$ cat src/hdl/raster_pkg.sv
package raster_pkg;

    // Shape counts and memory size.
    localparam int num_tri    = 2;
    localparam int num_circ   = 4;
    localparam int num_rect   = 4;
    localparam int num_shapes = num_tri + num_circ + num_rect;
    localparam int mem_words  = 32;

    // First word of each shape group and the words in one slot.
    localparam int tri_base       = 0;
    localparam int circ_base      = 8;
    localparam int rect_base      = 16;
    localparam int words_per_tri  = 4;
    localparam int words_per_circ = 2;
    localparam int words_per_rect = 3;

    // Enable flag inside every colour word.
    localparam int active_bit = 24;

    typedef logic [9:0]            coord_t;
    typedef logic [23:0]           color_t;
    typedef logic [31:0]           word_t;
    typedef logic [4:0]            addr_t;
    typedef logic [num_shapes-1:0] hit_vec_t;

    localparam color_t bg_color = 24'h000000;

    // Low half matches the x field of a vertex word.
    typedef struct packed {
        coord_t y;
        coord_t x;
    } point_t;

    typedef struct packed {
        logic  en;
        addr_t addr;
        word_t data;
    } cfg_wr_t;

    typedef struct packed {
        logic   active;
        point_t v2;
        point_t v1;
        point_t v0;
    } tri_desc_t;

    typedef struct packed {
        logic   active;
        coord_t radius;
        point_t center;
    } circ_desc_t;

    typedef struct packed {
        logic   active;
        coord_t h;
        coord_t w;
        point_t origin;
    } rect_desc_t;

    typedef tri_desc_t  [num_tri-1:0]    tri_set_t;
    typedef circ_desc_t [num_circ-1:0]   circ_set_t;
    typedef rect_desc_t [num_rect-1:0]   rect_set_t;
    // Index 0 has the highest priority.
    typedef color_t     [num_shapes-1:0] color_set_t;

endpackage
$ cat src/hdl/shape_ram.sv
`timescale 1ns/1ps
module shape_ram (
    input  logic                   ps_clk,
    input  logic                   arst_n,
    input  raster_pkg::cfg_wr_t    cfg_wr,
    input  logic                   rd_en,
    input  raster_pkg::addr_t      rd_addr,
    output raster_pkg::word_t      rd_data,
    output logic                   rd_valid,
    output raster_pkg::tri_set_t   tri_set,
    output raster_pkg::circ_set_t  circ_set,
    output raster_pkg::rect_set_t  rect_set,
    output raster_pkg::color_set_t color_set
);

    raster_pkg::word_t mem [raster_pkg::mem_words];

    always_ff @(posedge ps_clk or negedge arst_n)
    begin
        if (!arst_n)
        begin
            for (int i = 0; i < raster_pkg::mem_words; i++)
            begin
                mem[i] <= '0;
            end
        end
        else if (cfg_wr.en)
        begin
            mem[cfg_wr.addr] <= cfg_wr.data;
        end
    end

    always_ff @(posedge ps_clk or negedge arst_n)
    begin
        if (!arst_n)
            rd_valid <= 1'b0;
        else
            rd_valid <= rd_en;
    end

    always_ff @(posedge ps_clk)
    begin
        if (rd_en)
            rd_data <= mem[rd_addr];
    end

    // Slice the word map into descriptors; the colour word closes each slot.
    for (genvar t = 0; t < raster_pkg::num_tri; t++)
    begin : g_tri
        localparam int base = raster_pkg::tri_base + t * raster_pkg::words_per_tri;
        localparam int cw   = base + raster_pkg::words_per_tri - 1;
        assign tri_set[t].v0     = mem[base][19:0];
        assign tri_set[t].v1     = mem[base + 1][19:0];
        assign tri_set[t].v2     = mem[base + 2][19:0];
        assign tri_set[t].active = mem[cw][raster_pkg::active_bit];
        assign color_set[t]      = mem[cw][23:0];
    end

    for (genvar c = 0; c < raster_pkg::num_circ; c++)
    begin : g_circ
        localparam int base = raster_pkg::circ_base + c * raster_pkg::words_per_circ;
        localparam int cw   = base + raster_pkg::words_per_circ - 1;
        assign circ_set[c].center = mem[base][19:0];
        assign circ_set[c].radius = mem[base][29:20];
        assign circ_set[c].active = mem[cw][raster_pkg::active_bit];
        assign color_set[raster_pkg::num_tri + c] = mem[cw][23:0];
    end

    for (genvar r = 0; r < raster_pkg::num_rect; r++)
    begin : g_rect
        localparam int base = raster_pkg::rect_base + r * raster_pkg::words_per_rect;
        localparam int cw   = base + raster_pkg::words_per_rect - 1;
        assign rect_set[r].origin = mem[base][19:0];
        assign rect_set[r].w      = mem[base + 1][9:0];
        assign rect_set[r].h      = mem[base + 1][19:10];
        assign rect_set[r].active = mem[cw][raster_pkg::active_bit];
        assign color_set[raster_pkg::num_tri + raster_pkg::num_circ + r] = mem[cw][23:0];
    end

endmodule

$ cat config.mk
export PLATFORM = sky130hd
export DESIGN_NAME = shape_ram
export DESIGN_NICKNAME = d
export VERILOG_FILES = /design/src/hdl/raster_pkg.sv /design/src/hdl/shape_ram.sv
export SDC_FILE = /design/constraint.sdc
export NUM_CORES = 1
export LEC_CHECK = 0
export BUFFER_PORTS_ARGS = -buffer_cell sky130_fd_sc_hd__buf_4
export CAP_MARGIN = 20
export CORE_MARGIN = 2
export CORE_UTILIZATION = 58
export DETAILED_ROUTE_END_ITERATION = 8
export PLACE_DENSITY_LB_ADDON = 0.1
export SLEW_MARGIN = 20
export SYNTH_ARGS = -nofsm -noshare
export SYNTH_HDL_FRONTEND = slang
export SYNTH_SLANG_ARGS = --single-unit
$ cat constraint.sdc
create_clock -name ps_clk -period 1.29 [get_ports ps_clk]
set_input_delay 0.1935 -clock ps_clk [delete_from_list [all_inputs] [get_ports ps_clk]]
set_output_delay 0.1935 -clock ps_clk [all_outputs]
set_load 0.01 [all_outputs]
==> results.ini, run 1 <==
[status]
status=complete, but fails checks
violations=design-rule violations, negative setup slack

[synth]
ys_warn_count=0
synth_cell_type_count=29
synth_seq_cells=1057
synth_cells=4130
synth_area_per_cell_um2=12.9
netlist_area_um2=53300
ys_seq_area_share_pct=49.9
synth_nets=4176

[global_route]
grt-ovfl-total=0
first_global_vias=40272
grt_pass1_wl_um=271000
grtUsageTotal_pct=38.9
antenna_found_initial=10
grt_max_degree=78

[setup_path]
cp-start-kind=flip-flop
worst_path_max_delay_cell=mux2i_1
crit_type=reg2reg
crit_arrival_ns=2.16
critPathMaxStageDelay_ns=0.44
path_max_fanout=2
worstPathRequired_ns=1.73
path_cells=buf_4, buf_4, mux2i_1, a22oi_1, nand3_1, nand3_1
setup.worst_path.end_class=flip-flop

[timing]
tightest_slew_ns=0.568
timing.fmax_mhz=582
report.final.slew_viol_count=0
rsz0062_at_grt=true
setup_viol=708
period_share_pct=133
setup_tns_ns=-136.28
fin_hold_ws_ns=0.0250
min_period_ns=1.72
slew_headroom_pct=61.1
fin_ws_ns=-0.429
finClkSkew_ns=0.0232
hold_viol=0

[clock_tree]
clkTransAtPathRegs_ns=0.06
cts_buffers=111
cts.sinks=1057
insertion_delay_ns=0.71
htreeDepth=3
cts-root-buf=clkbuf_16
cts_tree=yes
cts_max_path_buffers=3

[min_path]
hp-class=in2reg

[floorplanning]
fp.dieW_um=307
io-pin-count=729
die_area_um2=94400
die_h_um=307
start_util_pct=58.4
rows=111
coreArea_um2=91400

[pwr]
ir_worst_vdd_mv=1.40
finalPower_uw=117000
powerDensity_nw_per_um2=1590
p_leak_uw=0.0363

[final_layout]
multi_input_area_um2=21600
area_delta_synth_final_pct=37.8
fillCellCount=4956
layout-drive-gt1-share_pct=60.8
final_core_util_pct=80.5
fin_nets=5277
seq_area_um2=26600

[routing]
vias=38589
ant_nets=0
routed_wl_um=189000
routed_via_density=5.93
drt_pre_antenna_iters=7
drt-initial-drc-count=3246
wl_per_cell_um=29.0
route.detailed.drc=2

[placed_design]
hpwl_um=125000
place_congestion=0.886
portBuffers=728

[flow_run]
maxCapViolCount=0

==> synth_stat cells <==
cell type | instances | area, um2
nor2b_1 | 2 | 12.5
a22oi_1 | 96 | 721
a22o_1 | 64 | 561
and3_1 | 1 | 6.26
edfxtp_1 | 32 | 961
dfrtp_1 | 1025 | 25600
a21oi_1 | 96 | 480
nand3b_1 | 4 | 30.0
a31oi_1 | 32 | 200
mux2i_1 | 512 | 5120
clkbuf_1 | 144 | 541
mux2_2 | 987 | 11100
mux2_1 | 37 | 417
nand2_1 | 114 | 428
nor2_4 | 16 | 180
nor3b_1 | 1 | 7.51
and3b_1 | 1 | 8.76
or2_2 | 2 | 12.5
and2_1 | 1 | 6.26
buf_1 | 10 | 37.5
buf_2 | 76 | 380
nor3_1 | 33 | 165
buf_4 | 683 | 5130
nand3_1 | 98 | 490
nor2_1 | 2 | 7.51
or3b_4 | 1 | 11.3
buf_6 | 55 | 619
nand2b_1 | 2 | 12.5
nor3b_2 | 3 | 37.5
==> per-stage QoR <==
step           area [um2]  std cells  setup WS (ns)
2_1_floorplan       54700       4130         -0.149
3_3_place_gp        61600       5775          -1.14
3_5_place_dp        61600       5775          -1.13
4_1_cts             72600       6413         -0.442
5_1_grt             73500       6509         -0.457
6_report            73500       6510         -0.429
==> where the power goes <==
group          switching (uW)  total, uW  internal, uW  leakage [uW]
logic                   15300      39000         23700        0.0211
registers                5020      44800         39800        0.0134
clock network           13800      32900         19100       0.00182
total                   34100     117000         82600        0.0363
==> routing by layer <==
| metal | track usage, % | routed length, um | up-vias |
|---|---|---|---|
| met3 | 8.56 | 14400 | 560 |
| met5 | 0 | 99 | - |
| met2 | 62.7 | 90200 | 1848 |
| li1 | - | - | 16170 |
| met4 | 21.1 | 11500 | 14 |
| met1 | 49.0 | 72400 | 19997 |
==> cells by family after synthesis <==
group	after synthesis	share of synthesized area (%)
multiplexers	1536	31.2
buffers and inverters	968	12.6
flip-flops	1057	49.9
AND/OR/NAND/NOR	281	2.65
AO/OA/AOI/OAI	288	3.68
==> worst paths after layout <==
check	start	end	slack (ns)	depth (start not counted)
max reg2reg	color_set[195]$_DFFE_PN0P_	rd_data[3]$_DFFE_PP_	-0.43	6
max in group asynchronous	arst_n	color_set[237]$_DFFE_PN0P_	0.17	3
min in group asynchronous	arst_n	mem[181]$_DFFE_PN0P_	0.11	3
max	color_set[195]$_DFFE_PN0P_	rd_data[3]$_DFFE_PP_	-0.43	6
min	cfg_wr[28]	mem[188]$_DFFE_PN0P_	0.03	2
min reg2reg	mem[12]$_DFFE_PN0P_	mem[12]$_DFFE_PN0P_	0.48	1
==> sequential cells by signal (all words and copies together) (netlist names) <==
signal / cells
tri_set: 122
rd_valid: 1
color_set: 240
circ_set: 124
mem: 374
rd_data: 32
rect_set: 164
==> layout make-up <==
cell class	count	share of cell area, %
flip-flops and latches	1057	36.2
multi-input cells	2105	29.3
repair buffers	1956	27.4
clock buffers	161	4.38
well taps	1186	2.02
clock inverters	44	0.648
diodes	1	0.00340
==> repair_timing <==
action,CTS,global route
setup buffers,478,98
resized for setup,1057,45
endpoints found under the setup margin,708,715
hold endpoints to repair,1057,0
hold buffers,5,0
pin swaps,43,49
==> placed cells by master, fill, tap and decap left out, types with 14 or more instances in the layout <==
cell type,Yosys,layout
a22o_1,64,61
mux2i_2,0,14
nor2_4,16,17
mux2_4,0,272
mux2_2,987,722
clkbuf_8,0,17
edfxtp_1,32,32
clkinv_2,0,22
dfrtp_1,1025,1020
buf_6,55,1009
clkbuf_1,144,29
buf_12,0,132
nand2_1,114,97
a22oi_1,96,94
clkbuf_16,0,115
a31oi_1,32,29
a21oi_1,96,92
buf_4,683,807
nand2_2,0,17
mux2_1,37,30
mux2i_1,512,492
nand3_1,98,86
==> critical path: cells and delay by family, from the launching register on <==
family	cells	cell delay, ns
AOI/OAI and AO/OA	1	0.18
buffers and inverters	2	0.25
DFF	1	0.39
muxes	1	0.44
and+or+nand+nor	2	0.19
Power figures use the tool's default switching activity.
==> inputs of run 2 (changes only) <==
--- a/config.mk
+++ b/config.mk
@@ -7,10 +7,11 @@
 export LEC_CHECK = 0
 export BUFFER_PORTS_ARGS = -buffer_cell sky130_fd_sc_hd__buf_4
 export CAP_MARGIN = 20
+export CORE_ASPECT_RATIO = 1.1
 export CORE_MARGIN = 2
 export CORE_UTILIZATION = 58
 export DETAILED_ROUTE_END_ITERATION = 8
-export PLACE_DENSITY_LB_ADDON = 0.1
+export PLACE_DENSITY = 0.8
 export SLEW_MARGIN = 20
 export SYNTH_ARGS = -nofsm -noshare
 export SYNTH_HDL_FRONTEND = slang
==> run 2 against run 1 <==
Compared with the run above:
- the run ends with negative setup slack left
- core utilization is essentially flat
- final area down 0.36%
- critical path depth decreased by 1
- global-route usage grew 4.2 points
- largest power group unchanged
==> results.ini, run 2 (synthesis gave the netlist of run 1 again) <==
[status]
status=complete, but fails checks
violations=negative setup slack

[pwr]
p_leak_uw=0.0359
ir_worst_vdd_mv=1.40
powerDensity_nw_per_um2=1630

[clock_tree]
cts_max_path_buffers=3
clkTransAtPathRegs_ns=0.07
cts_tree=yes
insertion_delay_ns=0.72
cts.sinks=1057
cts-root-buf=clkbuf_16
htreeDepth=3
cts_buffers=108

[setup_path]
crit_arrival_ns=2.56
r2r_cells=5
reg2reg_from=rect_set[95]$_DFFE_PN0P_
critPathMaxStageDelay_ns=0.69
path_cells=buf_4, mux2i_1, a22oi_1, a31oi_2, nand3_1
setup.worst_path.end_class=flip-flop
r2r-end=rd_data[13]$_DFFE_PP_
rrSetupSlack_ns=-0.82
path_max_fanout=2
worst_path_max_delay_cell=mux2i_1
cp-start-kind=flip-flop
worstPathRequired_ns=1.74
crit_type=reg2reg

[routing]
routed_via_density=6.47
ant_nets=0
drt-initial-drc-count=4458
wl_per_cell_um=33.8
routed_wl_um=218000
drt_pre_antenna_iters=8
vias=41637
route.detailed.drc=0

[final_layout]
final_common_cell=dfrtp_1
top_register=mem
layout-drive-gt1-share_pct=61.6
largest_reg_flops=374
final_cell_mix=999 x dfrtp_1, 993 x buf_6, 763 x buf_4
area_delta_synth_final_pct=37.3
fin_area_um2=73300
fin_nets=5217
final_cell_count_no_fill=6440

[timing]
period_share_pct=163
setup_viol=713
tightest_slew_ns=0.884
finClkSkew_ns=0.0351
fin_hold_ws_ns=0.0275
min_period_ns=2.11
report.final.slew_viol_count=0
rsz0062_at_grt=true
slew_headroom_pct=39.4
timing.fmax_mhz=475
hold_viol=0
fin_ws_ns=-0.817

[placed_design]
place_congestion=0.943
dp_slack_ns=-0.951
portBuffers=728
hpwl_um=124000
dpl_cell_area_um2=61100
dp_cells=5689

[floorplanning]
die_h_um=322
coreArea_um2=91000
io-pin-count=729
start_util_pct=58.6
die_area_um2=94400
rows=116
fp.dieW_um=293

[flow_run]
maxCapViolCount=0

[global_route]
grt_max_degree=85
grt-ovfl-total=0
grt_pass1_wl_um=297000
first_global_vias=43619
antenna_found_initial=14
grtUsageTotal_pct=43.1

[min_path]
worstHoldEndpoint=mem[188]$_DFFE_PN0P_
hp-class=in2reg
min-delay-start=cfg_wr[28]
whs_path_depth=2

## run 2: changes by cell type in the layout (fill, tap and decap cells not counted), moves of 6 or more
cell / delta
buf_4: -44
mux2i_1: -35
mux2i_2: +26
dfrtp_1: -21
dfrtp_2: +21
buf_6: -16
clkbuf_8: +13
mux2i_4: +9
clkbuf_16: -6
## run 2: final cells by class
cell class	count	area (um2)
Antenna cell	4	10.0
Clock buffer	163	3230
Clock inverter	32	337
Fill cell	4430	17700
Multi-Input combinational cell	2105	21900
Sequential cell	1057	26600
Tap cell	1180	1480
Timing Repair Buffer	1899	19700
## run 2: worst max path at each step
stage / to / depth (start not counted) / slack (ns) / start
final: rd_data[13]$_DFFE_PP_ / 5 / -0.82 / rect_set[95]$_DFFE_PN0P_
after global routing: rd_data[11]$_DFFE_PP_ / 5 / -0.91 / rect_set[93]$_DFFE_PN0P_
after CTS: rd_data[10] / 1 / -0.33 / rd_data[10]$_DFFE_PP_
after detailed placement: rd_data[10]$_DFFE_PP_ / 9 / -0.95 / rd_addr[1]
after global placement: rd_data[10]$_DFFE_PP_ / 9 / -0.91 / rd_addr[1]
after floorplan: rd_data[16]$_DFFE_PP_ / 8 / -0.15 / rd_addr[1]
## run 2: report_power, final
group / total (uW) / internal (uW) / switching [uW]
Clock: 32800 / 18300 / 14500
Sequential: 45500 / 39800 / 5750
Combinational: 40900 / 23700 / 17200
Total: 119000 / 81700 / 37500
## run 2: critical path, delay by kind of cell, from the launching register on
family | cells | cell delay (ns)
DFF | 1 | 0.42
and+or+nand+nor | 1 | 0.09
AOI/OAI and AO/OA | 2 | 0.49
buffers and inverters | 1 | 0.15
muxes | 1 | 0.69
## run 2: stage by stage
step / total power (uW) / TNS (ns) / util, %
5_1_grt: 122000 / -155.68 / 80.5
2_1_floorplan: 62000 / -58.59 / -
4_1_cts: 114000 / -138.05 / 79.3
3_3_place_gp: 71900 / -339.64 / 67.2
6_report: 119000 / -148.42 / 80.5
3_5_place_dp: 72800 / -365.70 / 67.2
## run 2: timing repair
action                     4_1_cts  5_1_grt
hold endpoints to repair      1051        0
hold buffers                     5        0
resized for setup             1044      121
buffers inserted               484       98
pin swaps                       39       76
setup endpoints to repair      709      715
## run 2: routing by layer
metal / vias up / share of wire (%) / global-route usage (%)
li1: 16068 / - / -
met1: 21026 / 34 / 49.2
met2: 3343 / 46 / 68.4
met3: 1188 / 11 / 12.8
met4: 12 / 9.3 / 32.6
met5: - / 0.034 / 0
