## src/hdl/raster_pkg.sv

```systemverilog
package raster_pkg;

    // Shape counts and memory size.
    localparam int num_tri    = 2;
    localparam int num_circ   = 4;
    localparam int num_rect   = 4;
    localparam int num_shapes = num_tri + num_circ + num_rect;
    localparam int mem_words  = 32;

    // First word of each shape group and the words in one slot.
    localparam int tri_base       = 0;
    localparam int circ_base      = 8;
    localparam int rect_base      = 16;
    localparam int words_per_tri  = 4;
    localparam int words_per_circ = 2;
    localparam int words_per_rect = 3;

    // Enable flag inside every colour word.
    localparam int active_bit = 24;

    typedef logic [9:0]            coord_t;
    typedef logic [23:0]           color_t;
    typedef logic [31:0]           word_t;
    typedef logic [4:0]            addr_t;
    typedef logic [num_shapes-1:0] hit_vec_t;

    localparam color_t bg_color = 24'h000000;

    // Low half matches the x field of a vertex word.
    typedef struct packed {
        coord_t y;
        coord_t x;
    } point_t;

    typedef struct packed {
        logic  en;
        addr_t addr;
        word_t data;
    } cfg_wr_t;

    typedef struct packed {
        logic   active;
        point_t v2;
        point_t v1;
        point_t v0;
    } tri_desc_t;

    typedef struct packed {
        logic   active;
        coord_t radius;
        point_t center;
    } circ_desc_t;

    typedef struct packed {
        logic   active;
        coord_t h;
        coord_t w;
        point_t origin;
    } rect_desc_t;

    typedef tri_desc_t  [num_tri-1:0]    tri_set_t;
    typedef circ_desc_t [num_circ-1:0]   circ_set_t;
    typedef rect_desc_t [num_rect-1:0]   rect_set_t;
    // Index 0 has the highest priority.
    typedef color_t     [num_shapes-1:0] color_set_t;

endpackage
```

## src/hdl/priority_shader.sv

```systemverilog
`timescale 1ns/1ps
module priority_shader (
    input  logic                   ps_clk,
    input  logic                   arst_n,
    input  logic                   s1_valid,
    output logic                   s1_ready,
    input  raster_pkg::hit_vec_t   s1_hits,
    input  raster_pkg::color_set_t color_set,
    output raster_pkg::color_t     color,
    output logic                   color_valid,
    input  logic                   color_ready
);

    raster_pkg::color_t sel_color;

    // Walk from the lowest priority up so the lowest set index wins.
    always_comb
    begin
        sel_color = raster_pkg::bg_color;
        for (int i = raster_pkg::num_shapes - 1; i >= 0; i--)
        begin
            if (s1_hits[i])
                sel_color = color_set[i];
        end
    end

    assign s1_ready = !color_valid || color_ready;

    always_ff @(posedge ps_clk or negedge arst_n)
    begin
        if (!arst_n)
            color_valid <= 1'b0;
        else if (s1_ready)
            color_valid <= s1_valid;
    end

    // Output holds while stalled.
    always_ff @(posedge ps_clk)
    begin
        if (s1_valid && s1_ready)
            color <= sel_color;
    end

endmodule

```

## config.mk

```make
export PLATFORM = sky130hd
export DESIGN_NAME = priority_shader
export DESIGN_NICKNAME = d
export VERILOG_FILES = /design/src/hdl/raster_pkg.sv /design/src/hdl/priority_shader.sv
export SDC_FILE = /design/constraint.sdc
export NUM_CORES = 1
export LEC_CHECK = 0
export ABC_CLOCK_PERIOD_IN_PS = 1450
export BUFFER_PORTS_ARGS = -buffer_cell sky130_fd_sc_hd__buf_4
export CAP_MARGIN = 20
export CORE_AREA = 2 2 108 110
export CTS_CLUSTER_SIZE = 30
export DETAILED_ROUTE_END_ITERATION = 10
export DIE_AREA = 0 0 110 112
export GPL_TIMING_DRIVEN = 0
export PLACE_DENSITY = 0.7
export SYNTH_ARGS = -nofsm -noshare
export SYNTH_HDL_FRONTEND = slang
export SYNTH_SLANG_ARGS = --single-unit
```

## constraint.sdc

```tcl
create_clock -name ps_clk -period 1.45 [get_ports ps_clk]
set_input_delay 0.0725 -clock ps_clk [delete_from_list [all_inputs] [get_ports ps_clk]]
set_output_delay 0.0725 -clock ps_clk [all_outputs]
set_load 0.02 [all_outputs]
```

==> results of run 1 <==
-- path summary, 6_finish.rpt --
check,startpoint,to,slack [ns],cells past startpoint
min in group asynchronous,arst_n,color_valid,0.11,2
worst max-delay path,s1_hits[9],color[17],0.04,7
max in group asynchronous,arst_n,color_valid,1.26,2
worst min-delay path,s1_valid,color_valid,0.009,2
worst max register to register,color_valid,color[19],0.21,2
worst min register to register,color_valid,color_valid,0.56,2
-- repair_timing --
action / CTS / global route
setup endpoints to repair: 1 / 10
buffers inserted: 0 / 0
endpoints found under the hold margin: 1 / 0
pin swaps: 0 / 0
resized for setup: 1 / 8
hold buffers: 1 / 0
-- kinds of logic after synthesis --
family                 Yosys count  synth area share [%]
buffers and inverters          122                  14.4
DFF                             25                  20.6
and+or+nand+nor                104                  15.4
AOI/OAI and AO/OA              193                  49.6
-- area by class of cell --
class                   instances  share of cell area [%]
repair buffers                273                    34.4
multi-input cells             297                    39.9
flip-flops and latches         25                    12.5
clock buffers                   4                    1.32
plain buffers                  50                    4.30
well taps                     143                    3.00
inverters                      72                    4.53
-- worst max-delay path: cells and delay by family --
family                 cells  cell delay [ns]
AOI/OAI and AO/OA          3             0.82
buffers and inverters      3             0.38
and+or+nand+nor            1             0.14
-- stage by stage --
stage	worst slack [ns]	total power, W	utilization [%]
after detailed placement	-0.333	0.00252	52.3
after CTS	0.0245	0.00314	53.1
final	0.0425	0.00317	53.3
after floorplan	0.100	0.00168	-
after global routing	0.00672	0.00332	53.3
after global placement	-0.333	0.00249	52.3
-- cells in the final DEF (no fill, tap or decap) --
cell / instances
a21oi_1: 53
clkbuf_2: 2
or2_1: 1
clkbuf_4: 1
buf_1: 1
buf_4: 273
a221o_1: 47
dlygate4sd3_1: 1
nor2b_2: 1
nor2b_1: 1
nand2_1: 26
nor2_1: 24
a21oi_2: 20
edfxtp_1: 24
buf_2: 11
a221oi_1: 4
clkbuf_1: 29
buf_6: 6
nand2b_1: 26
nand3b_1: 24
o21ai_0: 2
clkbuf_16: 3
a221oi_2: 44
dfrtp_1: 1
and2_4: 1
o221ai_1: 23
inv_1: 72
-- sequential cells by signal, summed over array words and instances (netlist names) --
signal	count
color	24
color_valid	1
-- where the power goes --
part / switching [W] / internal (W)
Sequential: 0.0000165 / 0.000868
Combinational: 0.000799 / 0.000847
Clock: 0.000262 / 0.000377
-- layer usage --
metal | track usage [%] | routed length [µm] | up-vias
met5 | 0 | 0 | -
met4 | 11.0 | 686 | 0
met3 | 3.16 | 1370 | 50
met2 | 44.9 | 8380 | 259
met1 | 31.9 | 6560 | 2271
li1 | - | - | 2248
==> flow_summary.ini, run 1 <==
[final_layout]
fin_nets = 976
fin_area_um2 = 5960
seq_area_um2 = 746
multi_input_area_um2 = 2380
syn2layout_area_growth_pct = 64.7
nFillCells = 1081
diodes = 0
drive_above_1_share_pct = 50.2
stdcell_count = 864

[routing]
wire_per_inst_um = 19.7
drt_iter0_drc = 249
route.detailed.drc = 0
vias = 4828
final_antenna_net_count = 0
drtPass1Iterations = 4
viasPerCell = 5.59
drt-total-wl_um = 17000

[sta]
skew_ns = 0.00662
tightest_slew_ns = 0.618
rsz0062_at_grt = no
slew_headroom_pct = 58.8
fmax_ghz = 0.710
period_minus_slack_ns = 1.41
setup_viol = 0
fin_crit_sh_pct = 97.1
tns_ns = 0
holdWs_ns = 0.00937
slew_viol_final = 0
finalHoldViolations = 0

[yosys]
synth_top_cell_area_share_pct = 19.9
synth-seq-cells = 25
avgSynthCellArea_um2 = 8.15
synthArstFlopShare_pct = 4.00
yosys_most_used_dff = edfxtp_1
synth_area_leader_cell = edfxtp_1
yosys-top-cells-count = 72 x inv_1, 53 x a21oi_1, 47 x a221o_1
yosys_warnings = 0
yosysSeqAreaShare_pct = 20.6
netlist_area_um2 = 3620
synth-edff-count = 24
synth_area_leaders = edfxtp_1 20%, a221oi_2 17%, a221o_1 13%, inv_1 7.5%, a21oi_1 7.3%
yosysMostFrequentCell = inv_1
synth.distinct_cells = 23
syn_nets = 698
netlist_instances = 444

[pwr]
power_density_nw_per_um2 = 532
leakage_nw = 2.77
ir_drop_v = 0.000557

[die]
ios = 280
dieArea_um2 = 12300
start_util_pct = 32.4
core.rowCount = 39
core_um2 = 11200
die_w_um = 110
die_y_um = 112

[clock_network]
cts_tree = built
root_buffer = clkbuf_16
cts_buffer_depth = 2
cts_buffers = 3
path_clk_slew_ns = 0.07
cts_sinks = 25
clock_latency_ns = 0.26
h-tree-depth = 1

[worst_hold_path]
holdCritPathClass = primary input to flip-flop

[grt]
grt_max_degree = 25
grt-ovfl-total = 0
grt_pass1_wl_um = 24600
globalRouteTotalUtil_pct = 25.9
first_global_vias = 4886
grt_antenna_before_repair = 0

[worst_setup_path]
start_kind = primary input
arrival_ns = 1.41
critPathMaxFanout = 10
required_ns = 1.45
slowest_stage = a221oi_2
path_cells = buf_4, nor2b_2, buf_6, buf_6, a221o_1, a221oi_2, a21oi_2
slowest_delay_ns = 0.43
crit_type = primary input to flip-flop
worst_path_most_repeated_cell = buf_6
endpoint_kind = flip-flop

[job]
max_cap_viol_count = 0

[run_status]
outcome = finished clean

[place]
io_buffers = 272
dp_hpwl_um = 13900
post-place-cells = 859
dpl-instance-area_um2 = 5840
gp_congestion = 0.861
(Power assumes the default switching activity.)
==> run 2: changes to the inputs <==
- RECOVER_POWER: default -> 25
==> run 2 against run 1 <==
Effect of this change:
- worst setup slack better by 0.011 ns
- non-clock buffer count unchanged
- sequential power about the same
- critical path depth unchanged
- sequential share of layout area is 0.13 points higher
- largest cell class unchanged
- largest power group unchanged
- clock power shrank 0.6%
==> flow_summary.ini, run 2 (synthesis gave the netlist of run 1 again) <==
[worst_setup_path]
path_buf_inv = 3
arrival_ns = 1.40
start_kind = primary input
slowest_delay_ns = 0.41
slowest_stage = a221oi_2
path_cells = buf_4, nor2b_2, buf_6, buf_6, a221o_1, a221oi_2, a21oi_2
crit_type = primary input to flip-flop
endpoint_kind = flip-flop
worst_path_most_repeated_cell = buf_6
required_ns = 1.45
crit_family = compound AO/OA/AOI/OAI gates
critPathMaxFanout = 10

[final_layout]
diodes = 0
multi_input_area_um2 = 2380
utilization_pct = 52.8
syn2layout_area_growth_pct = 63.1
fin_nets = 976
seq_area_um2 = 746
final_cell_mix = 256 x buf_4, 72 x inv_1, 53 x a21oi_1, 47 x a221o_1, 45 x clkbuf_1
layout_commonest_cell = buf_4
reg_top3 = color (24), color_valid (1)
fin_area_um2 = 5900
largest_reg_flops = 24
drive_above_1_share_pct = 48.0
stdcell_count = 864
nFillCells = 1096
regMostFlops = color

[die]
ios = 280
start_util_pct = 32.4
dieArea_um2 = 12300
core_um2 = 11200
die_y_um = 112
die_w_um = 110
core.rowCount = 39

[clock_network]
h-tree-depth = 1
cts_buffer_depth = 2
cts_buffers = 3
cts_sinks = 25
postCtsSetupRepairBufs = 0
path_clk_slew_ns = 0.07
cts_tree = built
root_buffer = clkbuf_16
clock_latency_ns = 0.26

[run_status]
outcome = finished clean

[place]
post-place-cells = 859
dp_hpwl_um = 13900
io_buffers = 272
dpl-instance-area_um2 = 5840
gp_congestion = 0.861

[sta]
setup_viol = 0
holdWs_ns = 0.0108
fin_crit_sh_pct = 96.3
fmax_ghz = 0.716
tns_ns = 0
slew_viol_final = 0
tightest_slew_ns = 0.621
skew_ns = 0.00567
slew_headroom_pct = 58.6
finalHoldViolations = 0
rsz0062_at_grt = no
period_minus_slack_ns = 1.40

[grt]
grt_max_degree = 25
grt-ovfl-total = 0
globalRouteTotalUtil_pct = 25.9
grt_pass1_wl_um = 24600
first_global_vias = 4886
grt_antenna_before_repair = 0

[routing]
vias = 4808
route.detailed.drc = 0
drt_iter0_drc = 233
drt-total-wl_um = 17000
drtPass1Iterations = 4
wire_per_inst_um = 19.7
final_antenna_net_count = 0
viasPerCell = 5.56

[pwr]
power_density_nw_per_um2 = 531
ir_drop_v = 0.000556
leakage_nw = 2.71

[job]
max_cap_viol_count = 0

[worst_hold_path]
holdCritPathClass = primary input to flip-flop
[run 2: final cells by class]
| class | count | share of cell area, % |
|---|---|---|
| inverters | 72 | 4.58 |
| flip-flops and latches | 25 | 12.6 |
| well taps | 143 | 3.03 |
| repair buffers | 273 | 33.8 |
| clock buffers | 4 | 1.34 |
| plain buffers | 50 | 4.35 |
| multi-input cells | 297 | 40.3 |
[run 2: report_power, final]
part	total [W]	leakage, nW	internal (W)	switching (W)
clock	0.000635	0.0382	0.000377	0.000259
combinational	0.00162	2.44	0.000820	0.000797
sequential	0.000884	0.240	0.000868	0.0000158
total	0.00314	2.71	0.00206	0.00107
[run 2: timing repair]
action	4_1_cts	5_1_grt
setup endpoints to repair	1	10
resized for setup	1	8
endpoints found under the hold margin	1	0
hold buffers	1	0
[run 2: metal layers]
| metal | vias to the layer above | global-route usage, % | share of wire [%] | wire, µm |
|---|---|---|---|---|
| li1 | 2248 | - | - | - |
| met3 | 50 | 3.16 | 7.8 | 1320 |
| met1 | 2271 | 31.9 | 39 | 6640 |
| met5 | - | 0 | 0 | 0 |
| met4 | 0 | 11.0 | 4.0 | 676 |
| met2 | 239 | 44.9 | 49 | 8350 |
[run 2: worst register-to-register path, cell delays in order (launching register included)]
cell and delay, ns:
dfrtp_1 0.38, nand2b_1 0.11, and2_4 0.39
[run 2: stage by stage]
step / total power (W) / setup WS (ns)
after floorplan: 0.00168 / 0.100
after global placement: 0.00249 / -0.333
after detailed placement: 0.00252 / -0.333
after CTS: 0.00314 / 0.0245
after global routing: 0.00329 / 0.00672
final: 0.00314 / 0.0535
[run 2: final timing paths]
| check | startpoint | end | cells past startpoint | slack, ns |
|---|---|---|---|---|
| worst min register to register | color_valid | color_valid | 2 | 0.56 |
| min in group asynchronous | arst_n | color_valid | 2 | 0.13 |
| worst max-delay path | s1_hits[9] | color[13] | 7 | 0.05 |
| worst max register to register | color_valid | color[21] | 2 | 0.22 |
| worst min-delay path | s1_valid | color_valid | 2 | 0.01 |
| max in group asynchronous | arst_n | color_valid | 2 | 1.24 |
==> run 3: changes to the inputs <==
- CELL_PAD_IN_SITES_DETAIL_PLACEMENT: default -> 0
- CELL_PAD_IN_SITES_GLOBAL_PLACEMENT: default -> 1
- CORE_AREA: 2 2 108 110 -> default
- CORE_ASPECT_RATIO: default -> 1.25
- CORE_UTILIZATION: default -> 25
- CTS_CLUSTER_DIAMETER: default -> 200
- DIE_AREA: 0 0 110 112 -> default
- PLACE_DENSITY: 0.7 -> default
- PLACE_DENSITY_LB_ADDON: default -> 0.1
==> run 3 against run 2 <==
Effect of this change:
- sequential share of layout area down 0.085 points
- via count down 1.9%
- combinational power about the same
- core utilization down 10 points
- sequential power about the same
- routed wire length up 3.6%
- design area up 0.68%
- worst setup slack worse by 0.024 ns
- cell count up 3.8%
- first-iteration DRC count down 3.9%
- critical endpoint unchanged
- largest power group unchanged
==> flow_summary.ini, run 3 (synthesis gave the netlist of run 1 again) <==
[run_status]
outcome = finished clean

[final_layout]
layout_commonest_cell = buf_4
reg_top3 = color (24), color_valid (1)
final_cell_mix = 254 x buf_4, 72 x inv_1, 53 x a21oi_1, 47 x a221o_1, 46 x clkbuf_1
regMostFlops = color
diodes = 0
largest_reg_flops = 24
syn2layout_area_growth_pct = 64.2
nFillCells = 1513
drive_above_1_share_pct = 47.6
stdcell_count = 897
fin_nets = 977

[sta]
period_minus_slack_ns = 1.42
setup_viol = 0
fin_crit_sh_pct = 98.0
finalHoldViolations = 0
skew_ns = 0.00391
tns_ns = 0
tightest_slew_ns = 0.627
slew_headroom_pct = 58.2
fmax_ghz = 0.704
holdWs_ns = 0.109
rsz0062_at_grt = no
worst_slack_ns = 0.0292
slew_viol_final = 0

[routing]
route.detailed.drc = 0
final_antenna_net_count = 0
viasPerCell = 5.26
drtPass1Iterations = 5
drt_iter0_drc = 224
vias = 4715
drt-total-wl_um = 17600
wire_per_inst_um = 19.6

[die]
ios = 280
core.rowCount = 48
die_w_um = 110
die_y_um = 137
core_um2 = 14000
start_util_pct = 25.9
dieArea_um2 = 15000

[clock_network]
root_buffer = clkbuf_16
h-tree-depth = 1
path_clk_slew_ns = 0.07
cts_tree = built
postCtsSetupRepairBufs = 0
cts_buffers = 3
cts_buffer_depth = 2
cts_sinks = 25
clock_latency_ns = 0.27

[pwr]
ir_drop_v = 0.000405
p_total_w = 0.00315
p_int_w = 0.00206
leakage_nw = 2.71
pwr-share-comb_pct = 51.1
clock_power_share_pct = 20.9
power_density_nw_per_um2 = 531
netSwitchingPower_w = 0.00109
seq_power_share_pct = 28.0
sw_frac_of_total_pct = 34.5

[worst_setup_path]
endpoint_kind = flip-flop
crit_type = primary input to flip-flop
critPathMaxFanout = 10
arrival_ns = 1.43
required_ns = 1.46
start_kind = primary input

[grt]
first_global_vias = 4744
globalRouteTotalUtil_pct = 22.8
grt_pass1_wl_um = 25500
grt-ovfl-total = 0
grt_antenna_before_repair = 0
grt_max_degree = 25

[place]
post-place-cells = 891
io_buffers = 272
gp_congestion = 0.854
preCtsSetupSlack_ns = -0.356
dp_hpwl_um = 14300

[job]
max_cap_viol_count = 0

[worst_hold_path]
holdCritPathClass = primary input to asynchronous set/reset pin
## run 3: layer usage
metal / part of all wire, % / global-route usage, % / routed length [µm]
met1: 39 / 27.2 / 6820
met2: 52 / 41.6 / 9080
met3: 7.3 / 2.81 / 1280
met4: 2.3 / 7.70 / 408
met5: 0 / 0 / 0
## run 3: per-stage QoR
step | utilization, % | instance area, µm²
after detailed placement | 42.0 | 5880
after CTS | 42.8 | 6000
after global placement | 42.0 | 5880
after floorplan | - | 3620
after global routing | 42.5 | 5940
final | 42.5 | 5940
## run 3: area by class of cell
cell class	instances	area [µm²]	area share [%]
multi-input cells	297	2370	39.9
repair buffers	274	1990	33.6
flip-flops and latches	25	746	12.6
inverters	72	270	4.55
plain buffers	50	260	4.38
well taps	175	219	3.69
clock buffers	4	78.8	1.33
## run 3: worst paths after layout
path                              from          end  slack [ns]  cells after the start
setup / recovery            s1_hits[9]    color[13]        0.03                      7
hold / removal                  arst_n  color_valid        0.11                      2
setup reg to reg           color_valid    color[14]        0.19                      2
hold reg to reg            color_valid  color_valid        0.55                      2
max in group asynchronous       arst_n  color_valid        1.22                      2
min in group ps_clk        color_ready  color_valid        0.12                      3
## run 3: critical path, stage by stage
cell and delay [ns]:
buf_4 0.11, nor2b_2 0.14, buf_6 0.13, buf_6 0.14, a221o_1 0.32, a221oi_2 0.42, a21oi_2 0.10
## run 3: timing repair
action,CTS,global route
gates resized for setup,4,5
hold buffers,2,0
setup endpoints to repair,4,3
hold endpoints to repair,2,0
cloned,0,0
pin swaps,0,1
## run 3: power groups by stage
stage                     Sequential, W  Clock (W)  Combinational (W)
after floorplan                0.000968          0           0.000713
after global placement         0.000898          0            0.00161
after detailed placement       0.000900          0            0.00162
after CTS                      0.000883   0.000679            0.00164
after global routing           0.000887   0.000694            0.00174
final                          0.000882   0.000659            0.00161
